--- config.mk ---
export PLATFORM = sky130hd
export DESIGN_NAME = uart_apb
export DESIGN_NICKNAME = d
export VERILOG_FILES = /design/src/uart_pkg.sv /design/src/uart_cfg_if.sv /design/src/uart_apb.sv /design/src/uart_fifo.sv /design/src/uart_irq.sv /design/src/uart_regs.sv /design/src/uart_rx.sv /design/src/uart_tx.sv
export SDC_FILE = /design/constraint.sdc
export NUM_CORES = 1
export LEC_CHECK = 0
export BUFFER_PORTS_ARGS = -buffer_cell sky130_fd_sc_hd__buf_4
export CAP_MARGIN = 20
export CORE_ASPECT_RATIO = 0.8
export CORE_MARGIN = 1
export CORE_UTILIZATION = 50
export CTS_CLUSTER_SIZE = 16
export DETAILED_ROUTE_END_ITERATION = 7
export PLACE_DENSITY = 0.67
export SLEW_MARGIN = 20
export SYNTH_ARGS = -nofsm -noshare
export SYNTH_HDL_FRONTEND = slang
export SYNTH_SLANG_ARGS = --single-unit
--- constraint.sdc ---
create_clock -name CLK -period 3.6 [get_ports CLK]
set_input_delay 0.72 -clock CLK [delete_from_list [all_inputs] [get_ports CLK]]
set_output_delay 0.72 -clock CLK [all_outputs]
set_load 0.02 [all_outputs]
--- src/uart_pkg.sv ---
//////////////////////////////
// uart package
// register map, LCR/LSR fields, RX payload and IIR codes
//////////////////////////////
`default_nettype none

package uart_pkg;

  localparam int DIV_W          = 16;  // divisor latch width
  localparam int FIFO_DEPTH_DEF = 16;  // entries per FIFO

  // byte offsets, DLL/DLM share 0/1 under DLAB
  typedef enum logic [2:0] {
    RBR_THR = 3'd0,
    IER_DLM = 3'd1,
    IIR_FCR = 3'd2,
    LCR     = 3'd3,
    LSR     = 3'd5
  } reg_offset_t;

  // LCR fields, bits 1:0 are the word length minus 5
  localparam int LCR_DLAB = 7;
  localparam int LCR_PEN  = 3;
  localparam int LCR_STB  = 2;

  // LSR fields
  localparam int LSR_DR   = 0;
  localparam int LSR_PE   = 2;
  localparam int LSR_THRE = 5;
  localparam int LSR_TEMT = 6;

  // received character plus its parity flag
  typedef struct packed {
    logic       perr;
    logic [7:0] data;
  } rx_word_t;

  typedef enum logic [3:0] {
    NONE = 4'h1,  // nothing pending
    THRE = 4'h2,
    RDA  = 4'h4,
    RLS  = 4'h6   // highest priority
  } iir_code_t;

endpackage

`default_nettype wire

--- src/uart_cfg_if.sv ---
//////////////////////////////
// line configuration
// divisor and frame format, register block to both engines
//////////////////////////////
`timescale 1ns/1ns
`default_nettype none

interface uart_cfg_if import uart_pkg::*; ();

  logic [DIV_W-1:0] div;        // clocks per bit
  logic             parity_en;  // even parity bit present
  logic [1:0]       word_len;   // 0 -> 5 bits .. 3 -> 8 bits
  logic             stop2;      // two stop bits

  modport src (output div, parity_en, word_len, stop2);
  modport snk (input  div, parity_en, word_len, stop2);

endinterface

`default_nettype wire

--- src/uart_apb.sv ---
//////////////////////////////
// UART top level
// APB slave, FIFOs, TX/RX engines, interrupt unit
//////////////////////////////
`timescale 1ns/1ns
`default_nettype none

module uart_apb import uart_pkg::*; #(
  parameter int APB_ADDR_W = 12,
  parameter int TX_DEPTH   = FIFO_DEPTH_DEF,
  parameter int RX_DEPTH   = FIFO_DEPTH_DEF
) (
  input  logic                  CLK,
  input  logic                  RSTN,
  input  logic [APB_ADDR_W-1:0] PADDR,
  input  logic [31:0]           PWDATA,
  input  logic                  PWRITE,
  input  logic                  PSEL,
  input  logic                  PENABLE,
  output logic [31:0]           PRDATA,
  output logic                  PREADY,
  output logic                  PSLVERR,
  input  logic                  rx_i,
  output logic                  tx_o,
  output logic                  event_o
);

  logic [$clog2(TX_DEPTH):0] tx_cnt;
  logic [$clog2(RX_DEPTH):0] rx_cnt;
  logic [7:0]                txf_data;
  logic                      txf_valid;
  logic                      txf_clr;
  logic [7:0]                tx_data;
  logic                      tx_valid;
  logic                      tx_ready;
  rx_word_t                  rx_word;
  logic                      rx_valid;
  logic                      rx_ready;
  rx_word_t                  rxf_word;
  logic                      rxf_valid;
  logic                      rxf_ready;
  logic                      rxf_clr;
  logic [2:0]                ier;
  logic [1:0]                trigger;
  logic [3:0]                clr_int;
  iir_code_t                 iir;

  assign PREADY  = 1'b1;  // zero wait states
  assign PSLVERR = 1'b0;

  uart_cfg_if u_cfg ();

  uart_regs #(.RX_DEPTH(RX_DEPTH), .TX_DEPTH(TX_DEPTH)) u_regs (
    .CLK, .RSTN,
    .paddr_i(PADDR[2:0]), .pwdata_i(PWDATA[7:0]), .pwrite_i(PWRITE),
    .psel_i(PSEL), .penable_i(PENABLE), .prdata_o(PRDATA),
    .cfg(u_cfg.src),
    .txf_data_o(txf_data), .txf_valid_o(txf_valid), .txf_count_i(tx_cnt),
    .txf_clr_o(txf_clr), .tx_idle_i(tx_ready),
    .rxf_word_i(rxf_word), .rxf_valid_i(rxf_valid), .rxf_ready_o(rxf_ready),
    .rxf_clr_o(rxf_clr), .rxf_count_i(rx_cnt),
    .ier_o(ier), .trigger_o(trigger), .clr_int_o(clr_int), .iir_i(iir)
  );

  // TX FIFO, fullness checked in the register block
  uart_fifo #(.T(logic [7:0]), .DEPTH(TX_DEPTH)) u_tx_fifo (
    .CLK, .RSTN, .clr_i(txf_clr),
    .in_data_i(txf_data), .in_valid_i(txf_valid), .in_ready_o(),
    .out_data_o(tx_data), .out_valid_o(tx_valid), .out_ready_i(tx_ready),
    .elements_o(tx_cnt)
  );

  uart_fifo #(.T(rx_word_t), .DEPTH(RX_DEPTH)) u_rx_fifo (
    .CLK, .RSTN, .clr_i(rxf_clr),
    .in_data_i(rx_word), .in_valid_i(rx_valid), .in_ready_o(rx_ready),
    .out_data_o(rxf_word), .out_valid_o(rxf_valid), .out_ready_i(rxf_ready),
    .elements_o(rx_cnt)
  );

  uart_tx u_tx (
    .CLK, .RSTN, .cfg(u_cfg.snk),
    .data_i(tx_data), .valid_i(tx_valid), .ready_o(tx_ready), .tx_o
  );

  uart_rx u_rx (
    .CLK, .RSTN, .cfg(u_cfg.snk),
    .rx_i, .word_o(rx_word), .valid_o(rx_valid), .ready_i(rx_ready)
  );

  uart_irq #(.RX_DEPTH(RX_DEPTH), .TX_DEPTH(TX_DEPTH)) u_irq (
    .CLK, .RSTN, .ier_i(ier),
    .rx_elements_i(rx_cnt), .tx_elements_i(tx_cnt),
    .rx_err_i(rx_valid & rx_ready & rx_word.perr),  // errored word stored
    .trigger_i(trigger), .clr_i(clr_int),
    .event_o, .iir_o(iir)
  );

endmodule

`default_nettype wire

--- src/uart_fifo.sv ---
//////////////////////////////
// synchronous FIFO
// circular buffer, any payload type, clear and fill count
//////////////////////////////
`timescale 1ns/1ns
`default_nettype none

module uart_fifo import uart_pkg::*; #(
  parameter type T     = logic [7:0],
  parameter int  DEPTH = FIFO_DEPTH_DEF
) (
  input  logic                   CLK,
  input  logic                   RSTN,
  input  logic                   clr_i,        // drop everything
  input  T                       in_data_i,
  input  logic                   in_valid_i,
  output logic                   in_ready_o,
  output T                       out_data_o,
  output logic                   out_valid_o,
  input  logic                   out_ready_i,
  output logic [$clog2(DEPTH):0] elements_o
);

  localparam int AW = (DEPTH > 1) ? $clog2(DEPTH) : 1;

  T                       mem [DEPTH];
  logic [AW-1:0]          wr_ptr_q;
  logic [AW-1:0]          rd_ptr_q;
  logic [$clog2(DEPTH):0] count_q;
  logic                   push;
  logic                   pop;

  // wrap at DEPTH, not only at powers of two
  function automatic logic [AW-1:0] ptr_inc(input logic [AW-1:0] p);
    return (p == AW'(DEPTH - 1)) ? '0 : p + 1'b1;
  endfunction

  assign in_ready_o  = (count_q < DEPTH);
  assign out_valid_o = (count_q != '0);
  assign out_data_o  = mem[rd_ptr_q];  // head, valid the cycle after the write
  assign elements_o  = count_q;

  assign push = in_valid_i & in_ready_o;
  assign pop  = out_valid_o & out_ready_i;

  always_ff @(posedge CLK or negedge RSTN) begin
    if (!RSTN) begin
      wr_ptr_q <= '0;
      rd_ptr_q <= '0;
      count_q  <= '0;
    end else if (clr_i) begin  // single-cycle flush
      wr_ptr_q <= '0;
      rd_ptr_q <= '0;
      count_q  <= '0;
    end else begin
      if (push) wr_ptr_q <= ptr_inc(wr_ptr_q);
      if (pop)  rd_ptr_q <= ptr_inc(rd_ptr_q);
      case ({push, pop})
        2'b10:   count_q <= count_q + 1'b1;
        2'b01:   count_q <= count_q - 1'b1;
        default: ;  // both or neither, level unchanged
      endcase
    end
  end

  // storage
  always_ff @(posedge CLK) begin
    if (push) mem[wr_ptr_q] <= in_data_i;
  end

endmodule

`default_nettype wire

--- src/uart_irq.sv ---
//////////////////////////////
// interrupt unit
// pending flags, priority RLS > RDA > THRE, IIR code
//////////////////////////////
`timescale 1ns/1ns
`default_nettype none

module uart_irq import uart_pkg::*; #(
  parameter int RX_DEPTH = FIFO_DEPTH_DEF,
  parameter int TX_DEPTH = FIFO_DEPTH_DEF
) (
  input  logic                      CLK,
  input  logic                      RSTN,
  input  logic [2:0]                ier_i,          // {rls, thre, rda}
  input  logic [$clog2(RX_DEPTH):0] rx_elements_i,
  input  logic [$clog2(TX_DEPTH):0] tx_elements_i,
  input  logic                      rx_err_i,       // errored word stored
  input  logic [1:0]                trigger_i,
  input  logic [3:0]                clr_i,          // {rx clr, lsr, iir, rbr}
  output logic                      event_o,
  output iir_code_t                 iir_o
);

  localparam int RXW = $clog2(RX_DEPTH) + 1;

  logic [RXW-1:0] trig_lvl;
  logic           rda_q;
  logic           thre_q;
  logic           rls_q;
  logic           tx_busy_q;  // TX FIFO held data last cycle
  logic [2:0]     act;        // enabled and pending

  always_comb begin
    case (trigger_i)
      2'd0:    trig_lvl = RXW'(1);
      2'd1:    trig_lvl = RXW'(4);
      2'd2:    trig_lvl = RXW'(8);
      default: trig_lvl = RXW'(14);
    endcase
  end

  assign act = ier_i & {rls_q, thre_q, rda_q};

  always_comb begin
    if (act[2])      iir_o = RLS;
    else if (act[0]) iir_o = RDA;
    else if (act[1]) iir_o = THRE;
    else             iir_o = NONE;
  end

  always_ff @(posedge CLK or negedge RSTN) begin
    if (!RSTN) begin
      rda_q     <= 1'b0;
      thre_q    <= 1'b0;
      rls_q     <= 1'b0;
      tx_busy_q <= 1'b0;
      event_o   <= 1'b0;
    end else begin
      rda_q     <= (rx_elements_i >= trig_lvl) && !clr_i[0];  // level, masked on pop
      tx_busy_q <= (tx_elements_i != '0);
      if (clr_i[1])                                thre_q <= 1'b0;
      else if (tx_busy_q && tx_elements_i == '0)   thre_q <= 1'b1;  // drained
      if (clr_i[2] || clr_i[3]) rls_q <= 1'b0;
      else if (rx_err_i)        rls_q <= 1'b1;
      event_o   <= |act;
    end
  end

endmodule

`default_nettype wire

--- src/uart_regs.sv ---
//////////////////////////////
// UART register block
// APB decode with DLAB, LCR/IER/DLL/DLM, LSR, FIFO control
//////////////////////////////
`timescale 1ns/1ns
`default_nettype none

module uart_regs import uart_pkg::*; #(
  parameter int RX_DEPTH = FIFO_DEPTH_DEF,
  parameter int TX_DEPTH = FIFO_DEPTH_DEF
) (
  input  logic                      CLK,
  input  logic                      RSTN,
  // APB
  input  logic [2:0]                paddr_i,
  input  logic [7:0]                pwdata_i,
  input  logic                      pwrite_i,
  input  logic                      psel_i,
  input  logic                      penable_i,
  output logic [31:0]               prdata_o,
  // line config
  uart_cfg_if.src                   cfg,
  // TX side
  output logic [7:0]                txf_data_o,
  output logic                      txf_valid_o,
  input  logic [$clog2(TX_DEPTH):0] txf_count_i,
  output logic                      txf_clr_o,
  input  logic                      tx_idle_i,
  // RX side
  input  rx_word_t                  rxf_word_i,
  input  logic                      rxf_valid_i,
  output logic                      rxf_ready_o,
  output logic                      rxf_clr_o,
  input  logic [$clog2(RX_DEPTH):0] rxf_count_i,
  // interrupts
  output logic [2:0]                ier_o,
  output logic [1:0]                trigger_o,
  output logic [3:0]                clr_int_o,
  input  iir_code_t                 iir_i
);

  logic [7:0] lcr_q;
  logic [7:0] ier_q;
  logic [7:0] dll_q;
  logic [7:0] dlm_q;
  logic [7:0] lsr;
  logic [1:0] trig_q;
  logic       txf_clr_q;
  logic       rxf_clr_q;
  logic       wr_en;
  logic       rd_en;
  logic       dlab;
  logic       fcr_wr;

  assign wr_en  = psel_i & penable_i & pwrite_i;  // access phase, PREADY always 1
  assign rd_en  = psel_i & penable_i & ~pwrite_i;
  assign dlab   = lcr_q[LCR_DLAB];
  assign fcr_wr = wr_en && (paddr_i == IIR_FCR);

  assign cfg.div       = {dlm_q, dll_q};
  assign cfg.parity_en = lcr_q[LCR_PEN];
  assign cfg.word_len  = lcr_q[1:0];
  assign cfg.stop2     = lcr_q[LCR_STB];

  assign ier_o     = ier_q[2:0];
  assign trigger_o = trig_q;
  assign txf_clr_o = txf_clr_q;
  assign rxf_clr_o = rxf_clr_q;

  // THR push, full FIFO drops the byte
  assign txf_data_o  = pwdata_i;
  assign txf_valid_o = wr_en && (paddr_i == RBR_THR) && !dlab && (txf_count_i < TX_DEPTH);

  ////////////////////////////////
  // line status
  ////////////////////////////////
  always_comb begin
    lsr           = '0;
    lsr[LSR_DR]   = (rxf_count_i != '0);
    lsr[LSR_PE]   = rxf_valid_i & rxf_word_i.perr;   // flag of head word
    lsr[LSR_THRE] = (txf_count_i == '0);
    lsr[LSR_TEMT] = (txf_count_i == '0) & tx_idle_i;  // shifter idle too
  end

  ////////////////////////////////
  // read mux and side effects
  ////////////////////////////////
  always_comb begin
    prdata_o    = '0;
    rxf_ready_o = 1'b0;
    clr_int_o   = '0;
    if (rd_en) begin
      case (paddr_i)
        RBR_THR: begin
          if (dlab) begin
            prdata_o[7:0] = dll_q;
          end else begin
            prdata_o[7:0] = rxf_valid_i ? rxf_word_i.data : 8'h00;
            rxf_ready_o   = 1'b1;  // pop at end of access
            clr_int_o[0]  = 1'b1;
          end
        end
        IER_DLM: prdata_o[7:0] = dlab ? dlm_q : ier_q;
        IIR_FCR: begin
          prdata_o[7:0] = {4'hC, iir_i};  // FIFOs always on
          clr_int_o[1]  = 1'b1;
        end
        LCR:     prdata_o[7:0] = lcr_q;
        LSR: begin
          prdata_o[7:0] = lsr;
          clr_int_o[2]  = 1'b1;
        end
        default: ;
      endcase
    end
    if (fcr_wr && pwdata_i[1]) clr_int_o[3] = 1'b1;  // RX flush drops line error
  end

  ////////////////////////////////
  // register writes
  ////////////////////////////////
  always_ff @(posedge CLK or negedge RSTN) begin
    if (!RSTN) begin
      lcr_q     <= '0;
      ier_q     <= '0;
      dll_q     <= '0;
      dlm_q     <= '0;
      trig_q    <= '0;
      txf_clr_q <= 1'b0;
      rxf_clr_q <= 1'b0;
    end else begin
      rxf_clr_q <= fcr_wr & pwdata_i[1];  // self clearing
      txf_clr_q <= fcr_wr & pwdata_i[2];
      if (wr_en) begin
        case (paddr_i)
          RBR_THR: if (dlab) dll_q <= pwdata_i;
          IER_DLM: begin
            if (dlab) dlm_q <= pwdata_i;
            else      ier_q <= pwdata_i;
          end
          IIR_FCR: trig_q <= pwdata_i[7:6];
          LCR:     lcr_q  <= pwdata_i;
          default: ;
        endcase
      end
    end
  end

endmodule

`default_nettype wire

--- src/uart_rx.sv ---
//////////////////////////////
// UART receiver
// start detect, mid-bit sampling, even parity check
//////////////////////////////
`timescale 1ns/1ns
`default_nettype none

module uart_rx import uart_pkg::*; (
  input  logic     CLK,
  input  logic     RSTN,
  uart_cfg_if.snk  cfg,
  input  logic     rx_i,
  output rx_word_t word_o,
  output logic     valid_o,
  input  logic     ready_i
);

  typedef enum logic [2:0] {S_IDLE, S_START, S_DATA, S_PAR, S_STOP} state_t;

  state_t           state_q;
  logic [1:0]       sync_q;   // two-flop synchroniser
  logic             prev_q;   // last synchronised level
  logic             rx_s;
  logic [DIV_W-1:0] cnt_q;
  logic [DIV_W-1:0] cnt_end;
  logic [2:0]       bit_q;
  logic [7:0]       data_q;
  logic             par_q;
  logic             perr_q;
  logic             valid_q;
  logic             start;
  logic             tick;     // sample point

  assign rx_s  = sync_q[1];
  assign start = (state_q == S_IDLE) && prev_q && !rx_s;  // falling edge

  // half a bit to the start-bit centre, then full bits
  assign cnt_end = (state_q == S_START) ? (cfg.div >> 1) - 1'b1 : cfg.div - 1'b1;
  assign tick    = (cnt_q == cnt_end);

  assign word_o  = {perr_q, data_q};
  assign valid_o = valid_q;

  always_ff @(posedge CLK or negedge RSTN) begin
    if (!RSTN) begin
      sync_q  <= 2'b11;
      prev_q  <= 1'b1;
      state_q <= S_IDLE;
      cnt_q   <= '0;
      bit_q   <= '0;
      par_q   <= 1'b0;
      valid_q <= 1'b0;
    end else begin
      sync_q <= {sync_q[0], rx_i};
      prev_q <= rx_s;

      if (state_q == S_IDLE || tick) cnt_q <= '0;
      else                           cnt_q <= cnt_q + 1'b1;

      // word not taken before the next frame is lost
      if (start || (valid_q && ready_i)) valid_q <= 1'b0;

      case (state_q)
        S_IDLE: if (start) state_q <= S_START;
        S_START: if (tick) begin
          state_q <= rx_s ? S_IDLE : S_DATA;  // glitch returns to idle
          bit_q   <= '0;
          par_q   <= 1'b0;
        end
        S_DATA: if (tick) begin
          par_q <= par_q ^ rx_s;
          bit_q <= bit_q + 1'b1;
          if (bit_q == {1'b0, cfg.word_len} + 3'd4)
            state_q <= cfg.parity_en ? S_PAR : S_STOP;
        end
        S_PAR: if (tick) state_q <= S_STOP;
        S_STOP: if (tick) begin  // mid stop bit, hand word over
          valid_q <= 1'b1;
          state_q <= S_IDLE;
        end
        default: state_q <= S_IDLE;
      endcase
    end
  end

  // assembled word, zero above word length
  always_ff @(posedge CLK) begin
    if (start) begin
      data_q <= '0;
      perr_q <= 1'b0;
    end else if (tick && state_q == S_DATA) begin
      data_q[bit_q] <= rx_s;
    end else if (tick && state_q == S_PAR) begin
      perr_q <= par_q ^ rx_s;  // even parity, xor of all must be 0
    end
  end

endmodule

`default_nettype wire

--- src/uart_tx.sv ---
//////////////////////////////
// UART transmitter
// start, 5..8 data bits LSB first, even parity, 1/2 stop
//////////////////////////////
`timescale 1ns/1ns
`default_nettype none

module uart_tx import uart_pkg::*; (
  input  logic       CLK,
  input  logic       RSTN,
  uart_cfg_if.snk    cfg,
  input  logic [7:0] data_i,
  input  logic       valid_i,
  output logic       ready_o,
  output logic       tx_o
);

  typedef enum logic [2:0] {S_IDLE, S_START, S_DATA, S_PAR, S_STOP} state_t;

  state_t           state_q;
  logic [DIV_W-1:0] baud_q;   // clocks into current bit
  logic [2:0]       bit_q;    // data bit index
  logic [7:0]       shift_q;  // LSB goes out first
  logic             par_q;    // running even parity
  logic             stop2_q;  // in second stop bit
  logic             tick;     // last clock of a bit

  assign tick    = (baud_q == cfg.div - 1'b1);
  assign ready_o = (state_q == S_IDLE);

  always_comb begin
    case (state_q)
      S_START: tx_o = 1'b0;
      S_DATA:  tx_o = shift_q[0];
      S_PAR:   tx_o = par_q;
      default: tx_o = 1'b1;  // idle and stop are mark
    endcase
  end

  always_ff @(posedge CLK or negedge RSTN) begin
    if (!RSTN) begin
      state_q <= S_IDLE;
      baud_q  <= '0;
      bit_q   <= '0;
      par_q   <= 1'b0;
      stop2_q <= 1'b0;
    end else begin
      if (state_q == S_IDLE || tick) baud_q <= '0;
      else                           baud_q <= baud_q + 1'b1;

      case (state_q)
        S_IDLE: if (valid_i) begin  // accepted, start bit next edge
          state_q <= S_START;
          bit_q   <= '0;
          par_q   <= 1'b0;
          stop2_q <= 1'b0;
        end
        S_START: if (tick) state_q <= S_DATA;
        S_DATA: if (tick) begin
          par_q <= par_q ^ shift_q[0];
          bit_q <= bit_q + 1'b1;
          if (bit_q == {1'b0, cfg.word_len} + 3'd4)  // last of word_len+5
            state_q <= cfg.parity_en ? S_PAR : S_STOP;
        end
        S_PAR: if (tick) state_q <= S_STOP;
        S_STOP: if (tick) begin
          if (cfg.stop2 && !stop2_q) stop2_q <= 1'b1;
          else                       state_q <= S_IDLE;
        end
        default: state_q <= S_IDLE;
      endcase
    end
  end

  // shift register, loaded on accept
  always_ff @(posedge CLK) begin
    if (ready_o && valid_i)             shift_q <= data_i;
    else if (state_q == S_DATA && tick) shift_q <= {1'b0, shift_q[7:1]};
  end

endmodule

`default_nettype wire

After elaboration in Yosys (flattened, before gate mapping) --
Memory sizes are Yosys's and may differ from the RTL's. Cells that the tools add are included.
Storage, ports and cells: register bits 135, memory bits (writable) 272, input bits 50, output and inout port bits 36, word-level logic and storage cells 251, memories 2
Memory list:
- u_rx_fifo.mem | depth 16, width 9, rd ports 1, clocked after Yosys merged registers in 0, write ports 1, RTL line uart_fifo.sv:26 | T mem [DEPTH];
- u_tx_fifo.mem | depth 16, width 8, rd ports 1, clocked after Yosys merged registers in 0, write ports 1, RTL line uart_fifo.sv:26
Operators by class: add/subtract/negate cells 15, order comparisons 5, equality and inequality tests 40, muxes and demuxes 83, bitwise logic cells 18, reduce and logical (&&, ||, !) cells 55
Operator list (count):
- 4-bit two-way mux | 14
- 3-bit two-way mux | 18
- 16-bit two-way mux | 3
- 8-bit two-way mux | 6
- 8-bit case mux with 5 select lines | 1
- 16-bit by 1-bit adder with 16-bit output (second input constant) | 2
- 16-bit equality test | 2
- 3-bit case mux with 5 select lines | 2
- 2-bit by 1-bit != test with 1-bit output (second input constant) | 13
- 1-bit two-way mux | 24
- 5-bit case mux with 2 select lines | 2
- 2-bit nonzero test | 10
- 3-bit by 2-bit equality test with 1-bit output (second input constant) | 6
- 4-bit by 1-bit adder with 4-bit output (second input constant) | 4
- 4-bit equality test (second input constant) | 4
- 1-bit logical AND | 16
- 15-bit by 1-bit subtractor with 16-bit output (second input constant) | 1
- 16-bit by 1-bit subtractor with 16-bit output (second input constant) | 1
- 3-bit AND reduction | 5
- 1-bit bitwise AND | 12
- 3-bit case mux with 2 select lines | 2
- 4-bit case mux with 3 select lines | 1
- 5-bit by 1-bit adder with 5-bit output (second input constant) | 2
- 5-bit less-than comparator (second input constant) | 2
- 33 further kinds | 63

Depth between registers and ports, before layout --
Gate-level depths: netlist (run 1).
word-level depth 9, gate-level depth with buffers 14, depth with buffers taken out 11

Cells and area by module --
Synthesis (run 1) repeated with hierarchy kept, for this count alone.
Second synthesis, totals: cell total of the unflattened synthesis 1484, area, all modules 19791.5 µm²
Modules (own cells, without submodules):
- uart_fifo at u_rx_fifo | times used 1, cells each 372, area an instance 6493.7 µm², seq. area each 4649.5 µm²
- uart_fifo at u_tx_fifo | times used 1, cells each 312, area an instance 5789.3 µm², seq. area each 4169.0 µm²
- uart_rx | times used 1, cells each 331, area an instance 2826.5 µm², seq. area each 859.6 µm²
- uart_regs | times used 1, cells each 198, area an instance 2192.1 µm², seq. area each 900.9 µm²
- uart_tx | times used 1, cells each 231, area an instance 2155.8 µm², seq. area each 840.8 µm²
- uart_irq | times used 1, cells each 35, area an instance 305.3 µm², seq. area each 125.1 µm²
- uart_apb | times used 1, cells each 5, area an instance 28.8 µm², seq. area each 0.0 µm²

Least setup slack after synthesis (run 1) --
OpenSTA, ideal clock, no wires.
kind reg-to-output, start register u_rx_fifo.rd_ptr_q[0], end output port PRDATA[7], arrival 3108 ps, data required time 2880 ps, slack -228 ps, cell stages (with the launch flop) 9, path buffers 2, cell sequence dfrtp_1 clkbuf_1 clkbuf_1 mux2i_1 o221ai_1 o22ai_1 a211oi_1 a2111oi_0 a2111oi_0
On the way: longest elaborated chain between the ends 5
Ends and longest elaborated chain:
- start: declaration | RTL line uart_fifo.sv:28 | logic [AW-1:0] rd_ptr_q;
- start signal: assignment | RTL line uart_fifo.sv:57 | if (pop) rd_ptr_q <= ptr_inc(rd_ptr_q);
- memory read 16 x 9 bit
- 8-bit two-way mux | RTL line uart_regs.sv:98 | prdata_o[7:0] = rxf_valid_i ? rxf_word_i.data : 8'h00;
- 8-bit two-way mux | RTL line uart_regs.sv:95 | if (dlab) begin
- 8-bit case mux with 5 select lines | RTL line uart_regs.sv:93 | case (paddr_i)
- 8-bit two-way mux | RTL line uart_regs.sv:92 | if (rd_en) begin
- end: declaration | RTL line uart_apb.sv:20 | output logic [31:0] PRDATA,
No other way between the ends.

Worst setup path in the final report (run 1) --
start register u_rx_fifo.rd_ptr_q[0], end output port PRDATA[6]
Same word-level chain as after synthesis.

==> results.md, run 1 <==
* Total number of placement rows at 63
* Fraction of met1 tracks used by global routing at 37.8%
* Clock transition at the registers of the reported paths at 0.06 ns
* Post-synthesis sequential area ratio at 59.9%
* Unrepaired setup endpoints after global routing: yes
* Critical path startpoint category: flip-flop
* Starting utilization of the core area at 51.3%
* Drc violations at 0
* Final critical delay including setup and external delays at 3.71 ns
* Post-synthesis register bit count at 407
* Number of global-route vias before repair at 12.0k
* Setup clock skew after layout at 0.0189 ns
* Violated checks: negative setup slack
* Most frequent standard cell in the layout excluding fill and tap cells: edfxtp_1
* Placer's final routability congestion estimate at 0.883
* Top library cells by usage in the layout, fill and taps aside: 280 x edfxtp_1, 142 x buf_4, 126 x nor2_1
* Hold-fix buffer count after cts at 0
* Number of clock sinks seen by CTS at 407
* Final max-slew violation count at 0
* Root cell of the clock tree: clkbuf_16
* Count of placed standard cells in the final layout, fillers left out at 2101
* Cell count after synthesis at 1464
* Number of nets in the layout at 1659
* Number of antenna violations at the first check in global routing at 0
* Die Area at 39300 sq um
* Num ports at 86
* Type of destination of the critical path: output port
* Overall power at 0.0122 W
* DIE WIDTH at 221 microns
* Hold Fails Final Rpt at 0
* Arrival time at the worst endpoint at 2.99 ns
* Core outline area at 37500 sq um
* Unique masters post-synth at 79
* Crit share post-route at 103%
* Antenna Diode Count at 0
* Type of the worst setup path: flip-flop to output port
* Post-synthesis async set-or-reset flop share at 29.0%
* Status: finished, violations left
* Max VDD drop at 309 uV
* Detailed placer's ending HPWL at 30900 microns
* Cell Area, Placed at 20600 sq um
* # H-tree levels at 2
* Maximum operating frequency at 269 MHz
* Netlist Area Pre-Place at 19300 sq um
* Total placed cells including tap cells at 2006
* Vertical die dimension at 178 microns
* Aggregate global routing overflow at 0
* Worst-Margin Slew at 0.961 ns
* Buffer depth of the longest clock path at 3
* Global router's overall resource usage at 23.7%
* Number of buffer cells added on primary ports at 26
* Cell area after layout at 22500 sq um
* Fraction of final layout cells sized beyond drive strength 1 at 24.0%
* Global Route met2 Usage at 32.8%
* CP Max Fanout at 7
* Layout overhead on the synthesized area at 16.6%
* Number of enable-type register cells in the synthesized netlist at 280
* Class of the worst hold path: input port to async pin
* Total clock buffers created by CTS at 41
* Setup violations, final at 7
* Total of warnings raised by yosys at 0
* Length of the first detailed-routing pass in iterations at 5
* Global-route layer with the greatest usage: met1
* Least setup slack across all paths after layout at -0.113 ns
* Final routed wirelength across all metal layers at 45900 microns
* Violation count after the first detailed-routing iteration at 1371
* Antenna-violating nets left at 0
* Pleak at 8.47 nW
* Required time of the critical path at 2.88 ns
* Per-instance average area after synthesis at 13.2 sq um
* Setup TNS at -0.438 ns
* CTS tree: yes
* Vias/cell at 5.93
* Largest net degree at the start of global routing at 68
* Cell area power density at 542 nW/um^2
* Slew headroom at 35.9%
* Routed via count at 12.5k
* Flip-flop cell with the highest count after synthesis: edfxtp_1
* Fraction of met3 tracks used by global routing at 5.20%
* Maxcap violations at 0
* Global-route wire length before repair at 70700 microns
* Routed len/inst at 21.9 microns
* Clock latency on the worst-skew pair at 0.56 ns
==> stage by stage <==
stage / worst slack, ns / hold WS [ns] / util, %
3_5_place_dp: -0.117 / 0.347 / 54.9
6_report: -0.113 / 0.280 / 59.9
3_3_place_gp: -0.0390 / 0.346 / 54.9
2_1_floorplan: -0.0601 / 0.345 / -
5_1_grt: -0.188 / 0.275 / 59.9
4_1_cts: -0.113 / 0.277 / 59.1
==> synth_stat cells, drive strengths merged (18+ instances only) <==
master,n,area share [%]
a21oi,50,1.3
xor2,39,1.8
mux2,34,2.0
inv,20,0.39
nor3,29,0.81
nor4,18,0.73
and2,22,0.71
mux4,61,7.1
clkbuf,65,1.3
buf,46,1.5
mux2i,58,3.0
xnor2,61,2.8
ha,26,1.7
nand2,117,2.3
nand3,42,1.1
dfrtp,115,15
nor2,131,2.6
o21ai,37,0.96
edfxtp,280,44
==> report_power, final <==
group,internal (W),switching (W)
registers,0.00523,0.000303
logic,0.00114,0.00134
clock network,0.00233,0.00182
total,0.00870,0.00346
==> layer usage <==
metal / vias to the layer above / routed length, microns
li1: 5667 / -
met1: 6293 / 21900
met2: 449 / 19200
met3: 50 / 4140
met4: 0 / 700
met5: - / 0
==> layout make-up <==
type                            count  area, sq um
Fill cell                        2922        15100
Timing Repair Buffer              160         1330
Clock buffer                       59         1150
Clock inverter                     17          149
Tap cell                          487          609
Sequential cell                   407        11500
Multi-Input combinational cell    949         7590
Inverter                           22         85.1
==> registers in the layout (all words and copies together), names as in the netlist, 3 cells and up <==
name                  count
u_regs.dlm_q              8
u_rx.bit_q                3
u_tx_fifo.mem           128
u_tx_fifo.elements_o      5
u_tx_fifo.wr_ptr_q        4
u_rx.data_q               8
u_tx_fifo.rd_ptr_q        4
u_regs.dll_q              8
u_tx.bit_q                3
u_rx_fifo.mem           144
u_tx.state_q              3
u_tx.baud_q              16
u_rx.state_q              3
u_rx_fifo.rd_ptr_q        4
u_tx.shift_q              8
u_rx_fifo.elements_o      5
u_regs.ier_q              8
u_regs.lcr_q              8
u_rx.cnt_q               16
u_rx_fifo.wr_ptr_q        4
==> critical path, cell delays in order (launching register included) <==
cell,delay [ns]
dfrtp_4,0.52
buf_12,0.17
buf_8,0.12
mux4_2,0.47
mux4_2,0.50
a22oi_2,0.14
nor2_1,0.05
nor3_1,0.16
nor2_1,0.12
buf_4,0.19
==> cells by family after synthesis <==
group / Yosys count / synth area share [%]
other: 2 / 0.0390
and+or+nand+nor: 450 / 11.6
AOI/OAI and AO/OA: 190 / 6.57
buffers and inverters: 133 / 3.20
muxes: 153 / 12.2
adders and majority gates: 28 / 1.90
DFF: 407 / 59.9
xor gates and xnor gates: 101 / 4.66
==> worst paths after layout <==
check / start / endpoint / slack [ns] / depth (start not counted)
worst min-delay path: RSTN / u_tx_fifo.rd_ptr_q[1] / 0.28 / 1
worst min register to register: u_rx.sync_q[0] / u_rx.sync_q[1] / 0.36 / 0
max in group asynchronous: RSTN / u_tx.baud_q[15] / 2.56 / 2
worst max-delay path: u_rx_fifo.rd_ptr_q[0] / PRDATA[6] / -0.11 / 9
worst max register to register: u_regs.dll_q[1] / u_rx.data_q[7] / 0.03 / 11
min in group CLK: rx_i / u_rx.sync_q[0] / 0.28 / 1
==> what timing repair did <==
item | 4_1_cts | 5_1_grt
pin swaps | 9 | 16
endpoints found under the setup margin | 28 | 38
buffers inserted | 9 | 7
gates resized for setup | 31 | 49
endpoints found under the hold margin | 0 | 0
gates cloned | 2 | 1
Note: power is estimated with default switching activity, not from simulation.
==> run 2: changes to the inputs <==
--- a/config.mk
+++ b/config.mk
@@ -12,7 +12,7 @@
 export CORE_UTILIZATION = 50
 export CTS_CLUSTER_SIZE = 16
 export DETAILED_ROUTE_END_ITERATION = 7
-export PLACE_DENSITY = 0.67
+export PLACE_DENSITY = 0.65
 export SLEW_MARGIN = 20
 export SYNTH_ARGS = -nofsm -noshare
 export SYNTH_HDL_FRONTEND = slang
==> constraint.sdc (replaced) <==
create_clock -name CLK -period 4.7 [get_ports CLK]
set_input_delay 0.94 -clock CLK [delete_from_list [all_inputs] [get_ports CLK]]
set_output_delay 0.94 -clock CLK [all_outputs]
set_load 0.02 [all_outputs]
==> run 2 against run 1 <==
The flow now finishes without violations. Clock power fell by 22%. Sequential power shrank 22%. Utilization decreased by 3.2 points. Routed wire length is 4.4% lower. Final area shrank 5.4%. Sequential share of layout area up 2.9 points. Count of clock-buffer cells in the layout is 3 lower. Global-route usage decreased by 0.92 points. Non-clock buffer count shrank 101. Clock skew is 0.0035 ns higher.
==> results.md, run 2 (same netlist as run 1, synthesis figures left out) <==
* Antenna-violating nets left at 0 (unchanged)
* Register ranked first by flip-flop count: u_rx_fifo.mem (unchanged)
* Length of the first detailed-routing pass in iterations at 6 (was 5)
* DIE WIDTH at 221 microns (unchanged)
* Drc violations at 0 (unchanged)
* Largest net degree at the start of global routing at 47 (was 68)
* Most frequent standard cell in the layout excluding fill and tap cells: edfxtp_1 (unchanged)
* CTS tree: yes (unchanged)
* Buffer depth of the longest clock path at 3 (unchanged)
* Slew headroom at 35.7% (was 35.9%)
* Class of the worst hold path: flip-flop to flip-flop (was input port to async pin)
* Critical path startpoint category: flip-flop (unchanged)
* Clock transition at the registers of the reported paths at 0.06 ns (about the same)
* Worst-Margin Slew at 0.960 ns (was 0.961 ns)
* Layout overhead on the synthesized area at 10.3% (was 16.6%)
* Post-CTS Setup Bufs at 0 (was 9)
* Violation count after the first detailed-routing iteration at 1401 (was 1371)
* Crit share post-route at 93.8%
* Placer's final routability congestion estimate at 0.872 (was 0.883)
* Max VDD drop at 283 uV (was 309 uV)
* Maximum operating frequency at 227 MHz
* Global-route wire length before repair at 67800 microns (was 70700 microns)
* Number of global-route vias before repair at 11.3k (was 12.0k)
* Number of nets in the layout at 1557 (was 1659)
* # H-tree levels at 2 (unchanged)
* Total clock buffers created by CTS at 41 (unchanged)
* Cell area power density at 435 nW/um^2 (was 542 nW/um^2)
* Starting utilization of the core area at 51.3% (unchanged)
* Final critical delay including setup and external delays at 4.41 ns
* Vertical die dimension at 178 microns (unchanged)
* Total placed cells including tap cells at 1923 (was 2006)
* Die Area at 39300 sq um (unchanged)
* Maxcap violations at 0 (unchanged)
* Registers with the highest flip-flop counts: u_rx_fifo.mem (144), u_tx_fifo.mem (128) (unchanged)
* Routed via count at 12.1k (was 12.5k)
* Antenna Diode Count at 0 (unchanged)
* Type of the worst setup path: flip-flop to output port (unchanged)
* Final max-slew violation count at 0 (unchanged)
* Global router's overall resource usage at 22.8% (was 23.7%)
* Setup violations, final at 0 (was 7)
* Type of destination of the critical path: output port (unchanged)
* Count of placed standard cells in the final layout, fillers left out at 1998 (was 2101)
* Fraction of final layout cells sized beyond drive strength 1 at 16.1% (was 24.0%)
* Number of buffer cells added on primary ports at 26 (unchanged)
* Setup TNS at 0 ns (was -0.438 ns)
* Required time of the critical path at 3.76 ns (was 2.88 ns)
* Clock latency on the worst-skew pair at 0.56 ns (about the same)
* CP Max Fanout at 20 (was 7)
* Arrival time at the worst endpoint at 3.47 ns (was 2.99 ns)
* Routed len/inst at 22.0 microns (was 21.9 microns)
* Unrepaired setup endpoints after global routing: no (was yes)
* Aggregate global routing overflow at 0 (unchanged)
* Vias/cell at 6.04 (was 5.93)
* Num ports at 86 (unchanged)
* Top library cells by usage in the layout, fill and taps aside: 280 x edfxtp_1, 131 x nor2_1, 117 x nand2_1 (was 280 x edfxtp_1, 142 x buf_4, 126 x nor2_1)
* Setup clock skew after layout at 0.0224 ns (was 0.0189 ns)
* Max reg flops at 144 (unchanged)
* Core outline area at 37500 sq um (unchanged)
* Final routed wirelength across all metal layers at 43900 microns (was 45900 microns)
* Root cell of the clock tree: clkbuf_16 (unchanged)
* Pleak at 7.90 nW (was 8.47 nW)
* Number of antenna violations at the first check in global routing at 0 (unchanged)
* Hold Fails Final Rpt at 0 (unchanged)
* Status: complete, no violations (was finished, violations left)
* Detailed placer's ending HPWL at 29800 microns (was 30900 microns)
* Total number of placement rows at 63 (unchanged)
* Number of clock sinks seen by CTS at 407 (unchanged)
run 2: what timing repair did:
action,in CTS,in global routing
endpoints found under the setup margin,1,1
resized for setup,1,2
hold buffers,0,0
run 2: final cells by class:
type | instances | area [sq um]
Clock buffer | 56 | 1170
Clock inverter | 19 | 170
Fill cell | 2999 | 16300
Inverter | 22 | 82.6
Multi-Input combinational cell | 948 | 7210
Sequential cell | 407 | 11600
Tap cell | 487 | 609
Timing Repair Buffer | 59 | 455
run 2: worst max-delay path, stage by stage (launching register included):
cell      delay [ns]
dfrtp_4         0.64
buf_4           0.30
mux2i_1         0.11
o221ai_1        0.41
o22ai_1         0.18
a211oi_1        0.54
a21oi_1         0.08
nor2_1          0.13
a221oi_1        0.07
nor2_1          0.25
buf_4           0.19
run 2: metal layers:
metal	vias to the layer above	track usage [%]	part of all wire, %	wire (microns)
li1	5456	-	-	-
met1	6149	36.7	50	21900
met2	409	31.4	41	18200
met3	54	3.81	6.9	3030
met4	0	6.11	1.8	807
met5	-	0	0	0
run 2: final timing paths:
path | cells after the start | startpoint | slack, ns | to
min reg2reg | 0 | u_rx.sync_q[0] | 0.36 | u_rx.sync_q[1]
max reg2reg | 11 | u_regs.dll_q[1] | 0.55 | u_rx.data_q[7]
min in group asynchronous | 1 | RSTN | 0.39 | u_tx_fifo.elements_o[1]
max | 10 | u_rx_fifo.rd_ptr_q[0] | 0.29 | PRDATA[3]
min | 0 | u_rx.sync_q[0] | 0.36 | u_rx.sync_q[1]
max in group asynchronous | 2 | RSTN | 3.33 | u_rx.sync_q[1]
run 2: metrics by stage:
stage	worst slack [ns]	total power, W	hold slack, ns	util, %	instance area (sq um)
6_report	0.293	0.00924	0.364	56.7	21300
2_1_floorplan	0.652	0.00556	0.345	-	19400
5_1_grt	0.202	0.00962	0.366	56.7	21300
4_1_cts	0.0442	0.00927	0.365	56.6	21200
3_3_place_gp	0.459	0.00600	0.347	53.0	19900
3_5_place_dp	0.460	0.00603	0.356	53.0	19900
run 2: where the power goes:
| part | switching [W] | total (W) | internal, W |
|---|---|---|---|
| sequential | 0.000301 | 0.00430 | 0.00400 |
| clock | 0.00138 | 0.00326 | 0.00187 |
| combinational | 0.000898 | 0.00168 | 0.000781 |
| total | 0.00258 | 0.00924 | 0.00666 |
